## config.mk

```make
export PLATFORM = sky130hd
export DESIGN_NAME = fir_cut_out
export DESIGN_NICKNAME = d
export VERILOG_FILES = /design/src/cut_out_pkg.sv /design/src/beat_capture.sv /design/src/cut_event_decode.sv /design/src/fir_cut_out.sv /design/src/lane_mask_gen.sv /design/src/rx_byte_tally.sv
export SDC_FILE = /design/constraint.sdc
export NUM_CORES = 1
export LEC_CHECK = 0
export ABC_AREA = 1
export BUFFER_PORTS_ARGS = -buffer_cell sky130_fd_sc_hd__buf_2
export CAP_MARGIN = 20
export CORE_AREA = 2 2 208 210
export CTS_BUF_LIST = sky130_fd_sc_hd__clkbuf_8
export DETAILED_ROUTE_END_ITERATION = 10
export DIE_AREA = 0 0 210 212
export GPL_ROUTABILITY_DRIVEN = 0
export HOLD_SLACK_MARGIN = 0.12
export MAX_ROUTING_LAYER = met4
export REMOVE_ABC_BUFFERS = 1
export SYNTH_ARGS = -nofsm -noshare
export SYNTH_HDL_FRONTEND = slang
export SYNTH_HIERARCHICAL = 1
export SYNTH_SLANG_ARGS = --single-unit
```

## constraint.sdc

```tcl
create_clock -name clk -period 3.9 [get_ports clk]
set_clock_uncertainty 0.15 [all_clocks]
set_input_delay 0.78 -clock clk [delete_from_list [all_inputs] [get_ports clk]]
set_output_delay 0.78 -clock clk [all_outputs]
set_load 0.05 [all_outputs]
```

## src/cut_out_pkg.sv

```systemverilog
`default_nettype none

package cut_out_pkg;

  //////////////////////////////
  // sizes and thresholds
  //////////////////////////////
  localparam int LANES      = 32;
  localparam int BEAT_BYTES = 8;
  localparam int SHIFT_W    = 192;
  // beat is the top 64 bits of the shift register
  localparam int BEAT_LSB   = 128;
  localparam int MIN_SHIFT  = 8;
  localparam int LEN_PAD    = 4;

  // sync words a tagged vsync must carry
  localparam logic [15:0] SYNC_FIRST_TAG = 16'h0200;
  localparam logic [31:0] SYNC_FOUR_TAG  = 32'h0100_044c;

  //////////////////////////////
  // types
  //////////////////////////////
  typedef logic [LANES-1:0]          lane_mask_t;
  typedef logic [BEAT_BYTES*8-1:0]   beat_t;
  typedef logic [2:0]                empty_t;
  typedef logic [15:0]               byte_cnt_t;

  // one strobe per parser state
  typedef struct packed {
    logic sqcuth;
    logic vsync;
    logic sqcut;
    logic sqcut_end;
    logic sqrcut;
    logic sqrcut_end;
  } cut_state_t;

  typedef struct packed {
    lane_mask_t cut_on;
    lane_mask_t cut_first_on;
    lane_mask_t tcp_match;
  } lane_flags_t;

  typedef struct packed {
    logic [5:0]  shift_ccnt;
    logic [15:0] rx_cnt;
    logic [15:0] sync_len;
    logic [15:0] sync_first;
    logic [31:0] sync_four;
    logic        frame_flag;
    logic        sqid_flag;
    logic [5:0]  sub_len;
  } frame_info_t;

  // qualified hits from the decoder
  typedef struct packed {
    logic head_hit;
    logic vsync_ok;
    logic vsync_tagged;
    logic vsync_shift;
    logic sqcut_hit;
    logic sqcut_end_hit;
    logic sqrcut_hit;
    logic sqrcut_end_hit;
    logic sqrcut_end_raw;
  } cut_event_t;

  typedef struct packed {
    beat_t  data;
    empty_t empty;
  } rx_beat_t;

endpackage

`default_nettype wire

```

## src/beat_capture.sv

```systemverilog
`timescale 1ns/10ps
`default_nettype none

module beat_capture (
  input  wire                                clk,
  input  wire                                rst_n,
  input  wire cut_out_pkg::cut_event_t       evt,
  input  wire [cut_out_pkg::SHIFT_W-1:0]     st_shift_reg,
  input  wire [3:0]                          rx_cnt_low,
  output cut_out_pkg::rx_beat_t              sq_rx_beat
);

  logic       load;
  logic       last_beat;
  logic [3:0] empty_full;

  // vsync loads on shift count alone, no frame checks
  assign load = evt.head_hit || evt.vsync_shift || evt.sqcut_hit ||
                evt.sqrcut_hit || evt.sqcut_end_hit || evt.sqrcut_end_raw;

  assign last_beat  = evt.head_hit || evt.sqcut_end_hit;
  assign empty_full = 4'(cut_out_pkg::BEAT_BYTES) - rx_cnt_low;

  //////////////////////////////
  // data beat
  //////////////////////////////
  always_ff @(posedge clk) begin
    if (!rst_n) begin
      sq_rx_beat.data <= '0;
    end else if (load) begin
      sq_rx_beat.data <= st_shift_reg[cut_out_pkg::BEAT_LSB +: cut_out_pkg::BEAT_BYTES*8];
    end
  end

  // empty only counts on the closing beat
  always_ff @(posedge clk) begin
    if (!rst_n) begin
      sq_rx_beat.empty <= '0;
    end else if (last_beat) begin
      sq_rx_beat.empty <= empty_full[2:0];
    end else begin
      sq_rx_beat.empty <= '0;
    end
  end

endmodule

`default_nettype wire

```

## src/cut_event_decode.sv

```systemverilog
`timescale 1ns/10ps
`default_nettype none

module cut_event_decode (
  input  wire cut_out_pkg::cut_state_t  state,
  input  wire cut_out_pkg::frame_info_t info,
  output cut_out_pkg::cut_event_t       evt
);

  logic [15:0] shift_ext;
  logic [16:0] len_limit;
  logic        shift_ge_rx;
  logic        shift_ge_min;
  logic        shift_ge_sub;
  logic        len_ok;
  logic        tags_ok;

  //////////////////////////////
  // shared compares
  //////////////////////////////
  assign shift_ext    = {10'd0, info.shift_ccnt};
  assign shift_ge_rx  = shift_ext >= info.rx_cnt;
  assign shift_ge_min = info.shift_ccnt >= 6'(cut_out_pkg::MIN_SHIFT);
  assign shift_ge_sub = info.shift_ccnt >= info.sub_len;

  // one extra bit so the padded length never wraps
  assign len_limit = {1'b0, info.sync_len} + 17'(cut_out_pkg::LEN_PAD);
  assign len_ok    = {1'b0, info.rx_cnt} < len_limit;

  assign tags_ok = (info.sync_first == cut_out_pkg::SYNC_FIRST_TAG) &&
                   (info.sync_four == cut_out_pkg::SYNC_FOUR_TAG);

  //////////////////////////////
  // qualified hits
  //////////////////////////////
  always_comb begin
    evt.head_hit       = state.sqcuth && shift_ge_rx;
    evt.vsync_shift    = state.vsync && shift_ge_min;
    evt.vsync_ok       = evt.vsync_shift && len_ok &&
                         info.frame_flag && info.sqid_flag;
    evt.vsync_tagged   = evt.vsync_ok && tags_ok;
    evt.sqcut_hit      = state.sqcut && shift_ge_min;
    evt.sqcut_end_hit  = state.sqcut_end && shift_ge_rx;
    evt.sqrcut_hit     = state.sqrcut && shift_ge_min;
    evt.sqrcut_end_hit = state.sqrcut_end && shift_ge_sub;
    // beat loads on re-cut end even when the length check fails
    evt.sqrcut_end_raw = state.sqrcut_end;
  end

endmodule

`default_nettype wire

```

## src/fir_cut_out.sv

```systemverilog
`timescale 1ns/10ps
`default_nettype none

module fir_cut_out (
  input  wire                             clk,
  input  wire                             rst_n,
  input  wire cut_out_pkg::cut_state_t    state,
  input  wire cut_out_pkg::lane_flags_t   flags,
  input  wire cut_out_pkg::frame_info_t   info,
  input  wire [cut_out_pkg::SHIFT_W-1:0]  st_shift_reg,
  output wire cut_out_pkg::lane_mask_t    sq_rx_start,
  output wire cut_out_pkg::lane_mask_t    sq_rx_valid,
  output wire cut_out_pkg::rx_beat_t      sq_rx_beat,
  output wire cut_out_pkg::byte_cnt_t     sq_rx_cnt
);

  cut_out_pkg::cut_event_t evt;

  //////////////////////////////
  // condition decode
  //////////////////////////////
  cut_event_decode u_event (
    .state (state),
    .info  (info),
    .evt   (evt)
  );

  //////////////////////////////
  // masks and beat
  //////////////////////////////
  lane_mask_gen u_mask (
    .clk         (clk),
    .rst_n       (rst_n),
    .evt         (evt),
    .flags       (flags),
    .sq_rx_start (sq_rx_start),
    .sq_rx_valid (sq_rx_valid)
  );

  beat_capture u_beat (
    .clk          (clk),
    .rst_n        (rst_n),
    .evt          (evt),
    .st_shift_reg (st_shift_reg),
    .rx_cnt_low   (info.rx_cnt[3:0]),
    .sq_rx_beat   (sq_rx_beat)
  );

  // tally runs one cycle behind the masks
  rx_byte_tally u_tally (
    .clk         (clk),
    .rst_n       (rst_n),
    .sq_rx_start (sq_rx_start),
    .sq_rx_valid (sq_rx_valid),
    .sq_rx_beat  (sq_rx_beat),
    .sq_rx_cnt   (sq_rx_cnt)
  );

endmodule

`default_nettype wire

```

## src/lane_mask_gen.sv

```systemverilog
`timescale 1ns/10ps
`default_nettype none

module lane_mask_gen (
  input  wire                           clk,
  input  wire                           rst_n,
  input  wire cut_out_pkg::cut_event_t  evt,
  input  wire cut_out_pkg::lane_flags_t flags,
  output cut_out_pkg::lane_mask_t       sq_rx_start,
  output cut_out_pkg::lane_mask_t       sq_rx_valid
);

  cut_out_pkg::lane_mask_t first_free;

  // lowest lane with cut_on clear, zero when all lanes busy
  assign first_free = ~flags.cut_on & (flags.cut_on + 1'b1);

  //////////////////////////////
  // start mask
  //////////////////////////////
  always_ff @(posedge clk) begin
    if (!rst_n) begin
      sq_rx_start <= '0;
    end else if (evt.head_hit) begin
      sq_rx_start <= flags.cut_first_on;
    end else if (evt.vsync_tagged) begin
      sq_rx_start <= first_free;
    end else begin
      sq_rx_start <= '0;
    end
  end

  //////////////////////////////
  // valid mask
  //////////////////////////////
  always_ff @(posedge clk) begin
    if (!rst_n) begin
      sq_rx_valid <= '0;
    end else if (evt.head_hit) begin
      sq_rx_valid <= flags.cut_first_on;
    end else if (evt.vsync_ok) begin
      // untagged vsync still opens the lane
      sq_rx_valid <= first_free;
    end else if (evt.sqcut_hit) begin
      sq_rx_valid <= flags.cut_first_on;
    end else if (evt.sqcut_end_hit) begin
      sq_rx_valid <= flags.cut_first_on;
    end else if (evt.sqrcut_hit) begin
      sq_rx_valid <= flags.tcp_match;
    end else if (evt.sqrcut_end_hit) begin
      sq_rx_valid <= flags.tcp_match;
    end else begin
      sq_rx_valid <= '0;
    end
  end

endmodule

`default_nettype wire

```

## src/rx_byte_tally.sv

```systemverilog
`timescale 1ns/10ps
`default_nettype none

module rx_byte_tally (
  input  wire                          clk,
  input  wire                          rst_n,
  input  wire cut_out_pkg::lane_mask_t sq_rx_start,
  input  wire cut_out_pkg::lane_mask_t sq_rx_valid,
  input  wire cut_out_pkg::rx_beat_t   sq_rx_beat,
  output cut_out_pkg::byte_cnt_t       sq_rx_cnt
);

  cut_out_pkg::byte_cnt_t beat_bytes;

  // bytes carried by the current beat
  assign beat_bytes = cut_out_pkg::byte_cnt_t'(cut_out_pkg::BEAT_BYTES) -
                      {13'd0, sq_rx_beat.empty};

  always_ff @(posedge clk) begin
    if (!rst_n) begin
      sq_rx_cnt <= '0;
    end else if (|sq_rx_start && |sq_rx_valid) begin
      // new frame restarts the tally
      sq_rx_cnt <= beat_bytes;
    end else if (|sq_rx_valid) begin
      sq_rx_cnt <= sq_rx_cnt + beat_bytes;
    end
  end

endmodule

`default_nettype wire

```

==> results by group <==
Timing
  • Max Clk Rate: about 300 MHz
  • Total negative slack: 0 ns
  • Setup WS post-layout: ~0.57 ns
  • Max Slew Vio Count: 0
  • RSZ-0062 raised after global routing: no
  • Max_slew headroom: a little under three fifths
  • Fin. Hold Viols: 0
  • Final min period: roughly 3.3 ns
  • Final setup vio count: 0
  • Pin slew with the least headroom to its limit: roughly 0.65 ns
  • Final Cycle Share: ~85%

Floorplan
  • Die Area: approximately 45000 µm²
  • Die width: roughly 210 µm
  • Ports: 537
  • Die H: 212 µm
  • Initial core utilization: about a fifth
  • Core area: 42500 µm²
  • Row count: 76

Clock network
  • # clock sinks: about 150
  • Setup Fix Bufs, Post-CTS: 0
  • CTS tree: built
  • Worst-path clk slew: 0.09 ns
  • Maximum clock insertion buffer count: 2
  • Clock buffer count from CTS: 17
  • Worst skew pair latency: roughly 0.50 ns
  • Cts hold-fix bufs: 0
  • Max H-tree Level: 4
  • Post-CTS sizing: 0
  • Root Buffer: clkbuf_8

Setup path
  • Crit. End Element: register
  • Crit-path max cell delay: roughly 0.27 ns
  • CP Class: in -> reg
  • R2R depth: 11
  • CP required: approximately 4.2 ns
  • Arrival time worst endpoint: approximately 3.6 ns
  • Cell mode on critical path: nand2_1
  • Crit-path cells: buf_2, ha_1, nand3_2, nor2_2, nand2_1, nor3_1, xnor2_1, ha_1, a21oi_1, nor3_1, nor3_1, nand2_1, nand2_1, nand2_1, nand2_1, nand2_1, nor2_1, inv_1, nor2_2, buf_12, nand4_1, a21oi_1
  • Startpoint types: input pin
  • Crit Path Max Fanout: 24
  • Slowest stage cell, crit path: ha_1

GRT
  • GRT overflow: 0
  • Total GRT Usage: 15.4%
  • Initial antenna violation count: 4
  • Vias in the first global route: slightly below 10000
  • Largest net degree at the start of global routing: 78
  • First-pass GRT wire length: around 51000 µm

Placement
  • Placed cell area: 11400 µm²
  • Pre-CTS setup slack: between 0.05 and 0.06 ns
  • HPWL Detailed: ~27000 µm
  • DP Cell Count: ~2300
  • IO Port Bufs: 408

Drt
  • Post-route ant nets: 0
  • Starting DRT DRC Count: roughly 560
  • Total Wirelength: around 34000 µm
  • DRC Markers: 0
  • Drt pass-1 iters: 5
  • Via density: roughly 4.3
  • Wirelength per Cell: 14.3 µm
  • Vias: 10068

Yosys
  • Post-synth EDFFs: 0
  • Seq/Total Area, Yosys: 33.8%
  • Syn Inst Count: approximately 1400
  • Syn Std Cell Area: 8710 µm²
  • Top cell type by total area after synthesis: dfxtp_1
  • Mux share of post-synthesis cell area: 0%
  • Synth Flop Type: dfxtp_1
  • Synth area leaders: dfxtp_1, nand2_1, nor2_1, a21oi_1, inv_1
  • #FFs+latches synth: 147
  • Synth Area in Simple Gates: ~39%
  • Yosys top cell area share: between 30% and 40%
  • Largest family of logic cells by synthesized area: simple AND/OR/NAND/NOR gates
  • Synth cell types: 41
  • Syn_area_per_cell: 6.29 µm²
  • Synth Area in XOR/XNOR: 1.61%
  • Synth Area in Compound Gates: about a tenth
  • Fraction of registers with async set/reset: 0%
  • Syn. warnings: 6
  • Adder-cell area share of the yosys netlist: approximately 5.1%

Finish
  • Finished Cell Area: roughly 12000 µm²
  • Share of cells above drive strength 1: between 20% and 30%
  • Final Core Density: between 20% and 30%
  • Fin cells: 2344
  • Final #Nets: 2205
  • Synth-to-Final Area Change: 36.1%
  • Most frequent cells in the layout: buf_2, nand2_1, nor2_1
  • Commonest non-fill, non-tap cell in the layout: buf_2

Pwr
  • Leak Pwr: around 6.5 nW
  • Maximum vdd drop: 175 µV
  • Pwr Density: 327 nW/µm²

Job
  • Max Cap Viol: 0

Worst hold path
  • WHS Path Cells: 2
  • Hold crit path type: reg -> reg

Status
  • Status: finished, final reports clean
-- final timing paths --
kind / slack [ns] / from / end
hold / removal: 0.34 / u_beat/sq_rx_beat[53] / u_beat/sq_rx_beat[53]
setup / recovery: 0.57 / info[58] / u_mask/sq_rx_start[24]
setup reg to reg: 1.49 / u_beat/sq_rx_beat[0] / u_tally/sq_rx_cnt[10]
hold reg to reg: 0.34 / u_beat/sq_rx_beat[53] / u_beat/sq_rx_beat[53]
-- worst max-delay path: cells and delay by family --
kind / cells / cell delay [ns]
and+or+nand+nor: 14 / 1.49
adders and majority gates: 2 / 0.47
buffers and inverters: 3 / 0.37
AOI/OAI and AO/OA: 2 / 0.31
xor gates and xnor gates: 1 / 0.15
-- layer usage --
layer	vias up	wire length [µm]	track usage, %
met2	415	15500	24.9
met5	-	0	-
met1	4477	14600	18.0
li1	5127	-	-
met4	0	799	5.26
met3	49	2740	4.82
-- cell type report --
type / instances / area [µm²]
Antenna cell: 5 / 12.5
Clock buffer: 17 / 234
Clock inverter: 15 / 184
Fill cell: 4773 / 30700
Inverter: 181 / 684
Multi-Input combinational cell: 1004 / 4820
Sequential cell: 147 / 2940
Tap cell: 546 / 683
Timing Repair Buffer: 429 / 2290
-- power breakdown --
group | leakage (nW) | internal [mW] | switching [mW]
Combinational | 5.06 | 0.300 | 0.645
Sequential | 1.21 | 1.58 | 0.0421
Clock | 0.214 | 0.599 | 0.708
-- cell families after synthesis --
group,after synthesis
AND/OR/NAND/NOR,789
AO/OA/AOI/OAI,164
flip-flops,147
buffers and inverters,233
XOR/XNOR,16
adder cells (fa/ha/maj),35
-- registers in the layout, indices dropped and copies added, names as in the netlist --
register            count
u_beat/sq_rx_beat      67
u_mask/sq_rx_valid     32
u_tally/sq_rx_cnt      16
u_mask/sq_rx_start     32
-- stage by stage --
| stage | hold WS [ns] | total power, mW |
|---|---|---|
| 2_1_floorplan | 0.554 | 2.23 |
| 3_3_place_gp | 0.308 | 2.59 |
| 3_5_place_dp | 0.318 | 2.60 |
| 4_1_cts | 0.315 | 3.94 |
| 5_1_grt | 0.326 | 4.10 |
| 6_report | 0.335 | 3.87 |
-- synthesized netlist by cell type (2+ instances only) --
master,count
nand2_1,396
nor2_1,253
inv_1,178
dfxtp_1,147
a21oi_1,135
nand3_1,45
ha_1,34
nand4_1,27
clkbuf_1,24
o21ai_0,18
buf_2,15
nor3_1,14
nor4_1,13
xor2_1,11
nor2_2,8
nor2_4,7
buf_6,6
nand2_2,6
buf_4,5
xnor2_1,5
nand3_2,4
nand3b_1,4
o211ai_1,4
and2_1,2
buf_1,2
inv_2,2
nand3_4,2
nor2_8,2
o21ai_2,2
or2_2,2
No activity file was read; power rests on OpenSTA's default activity.
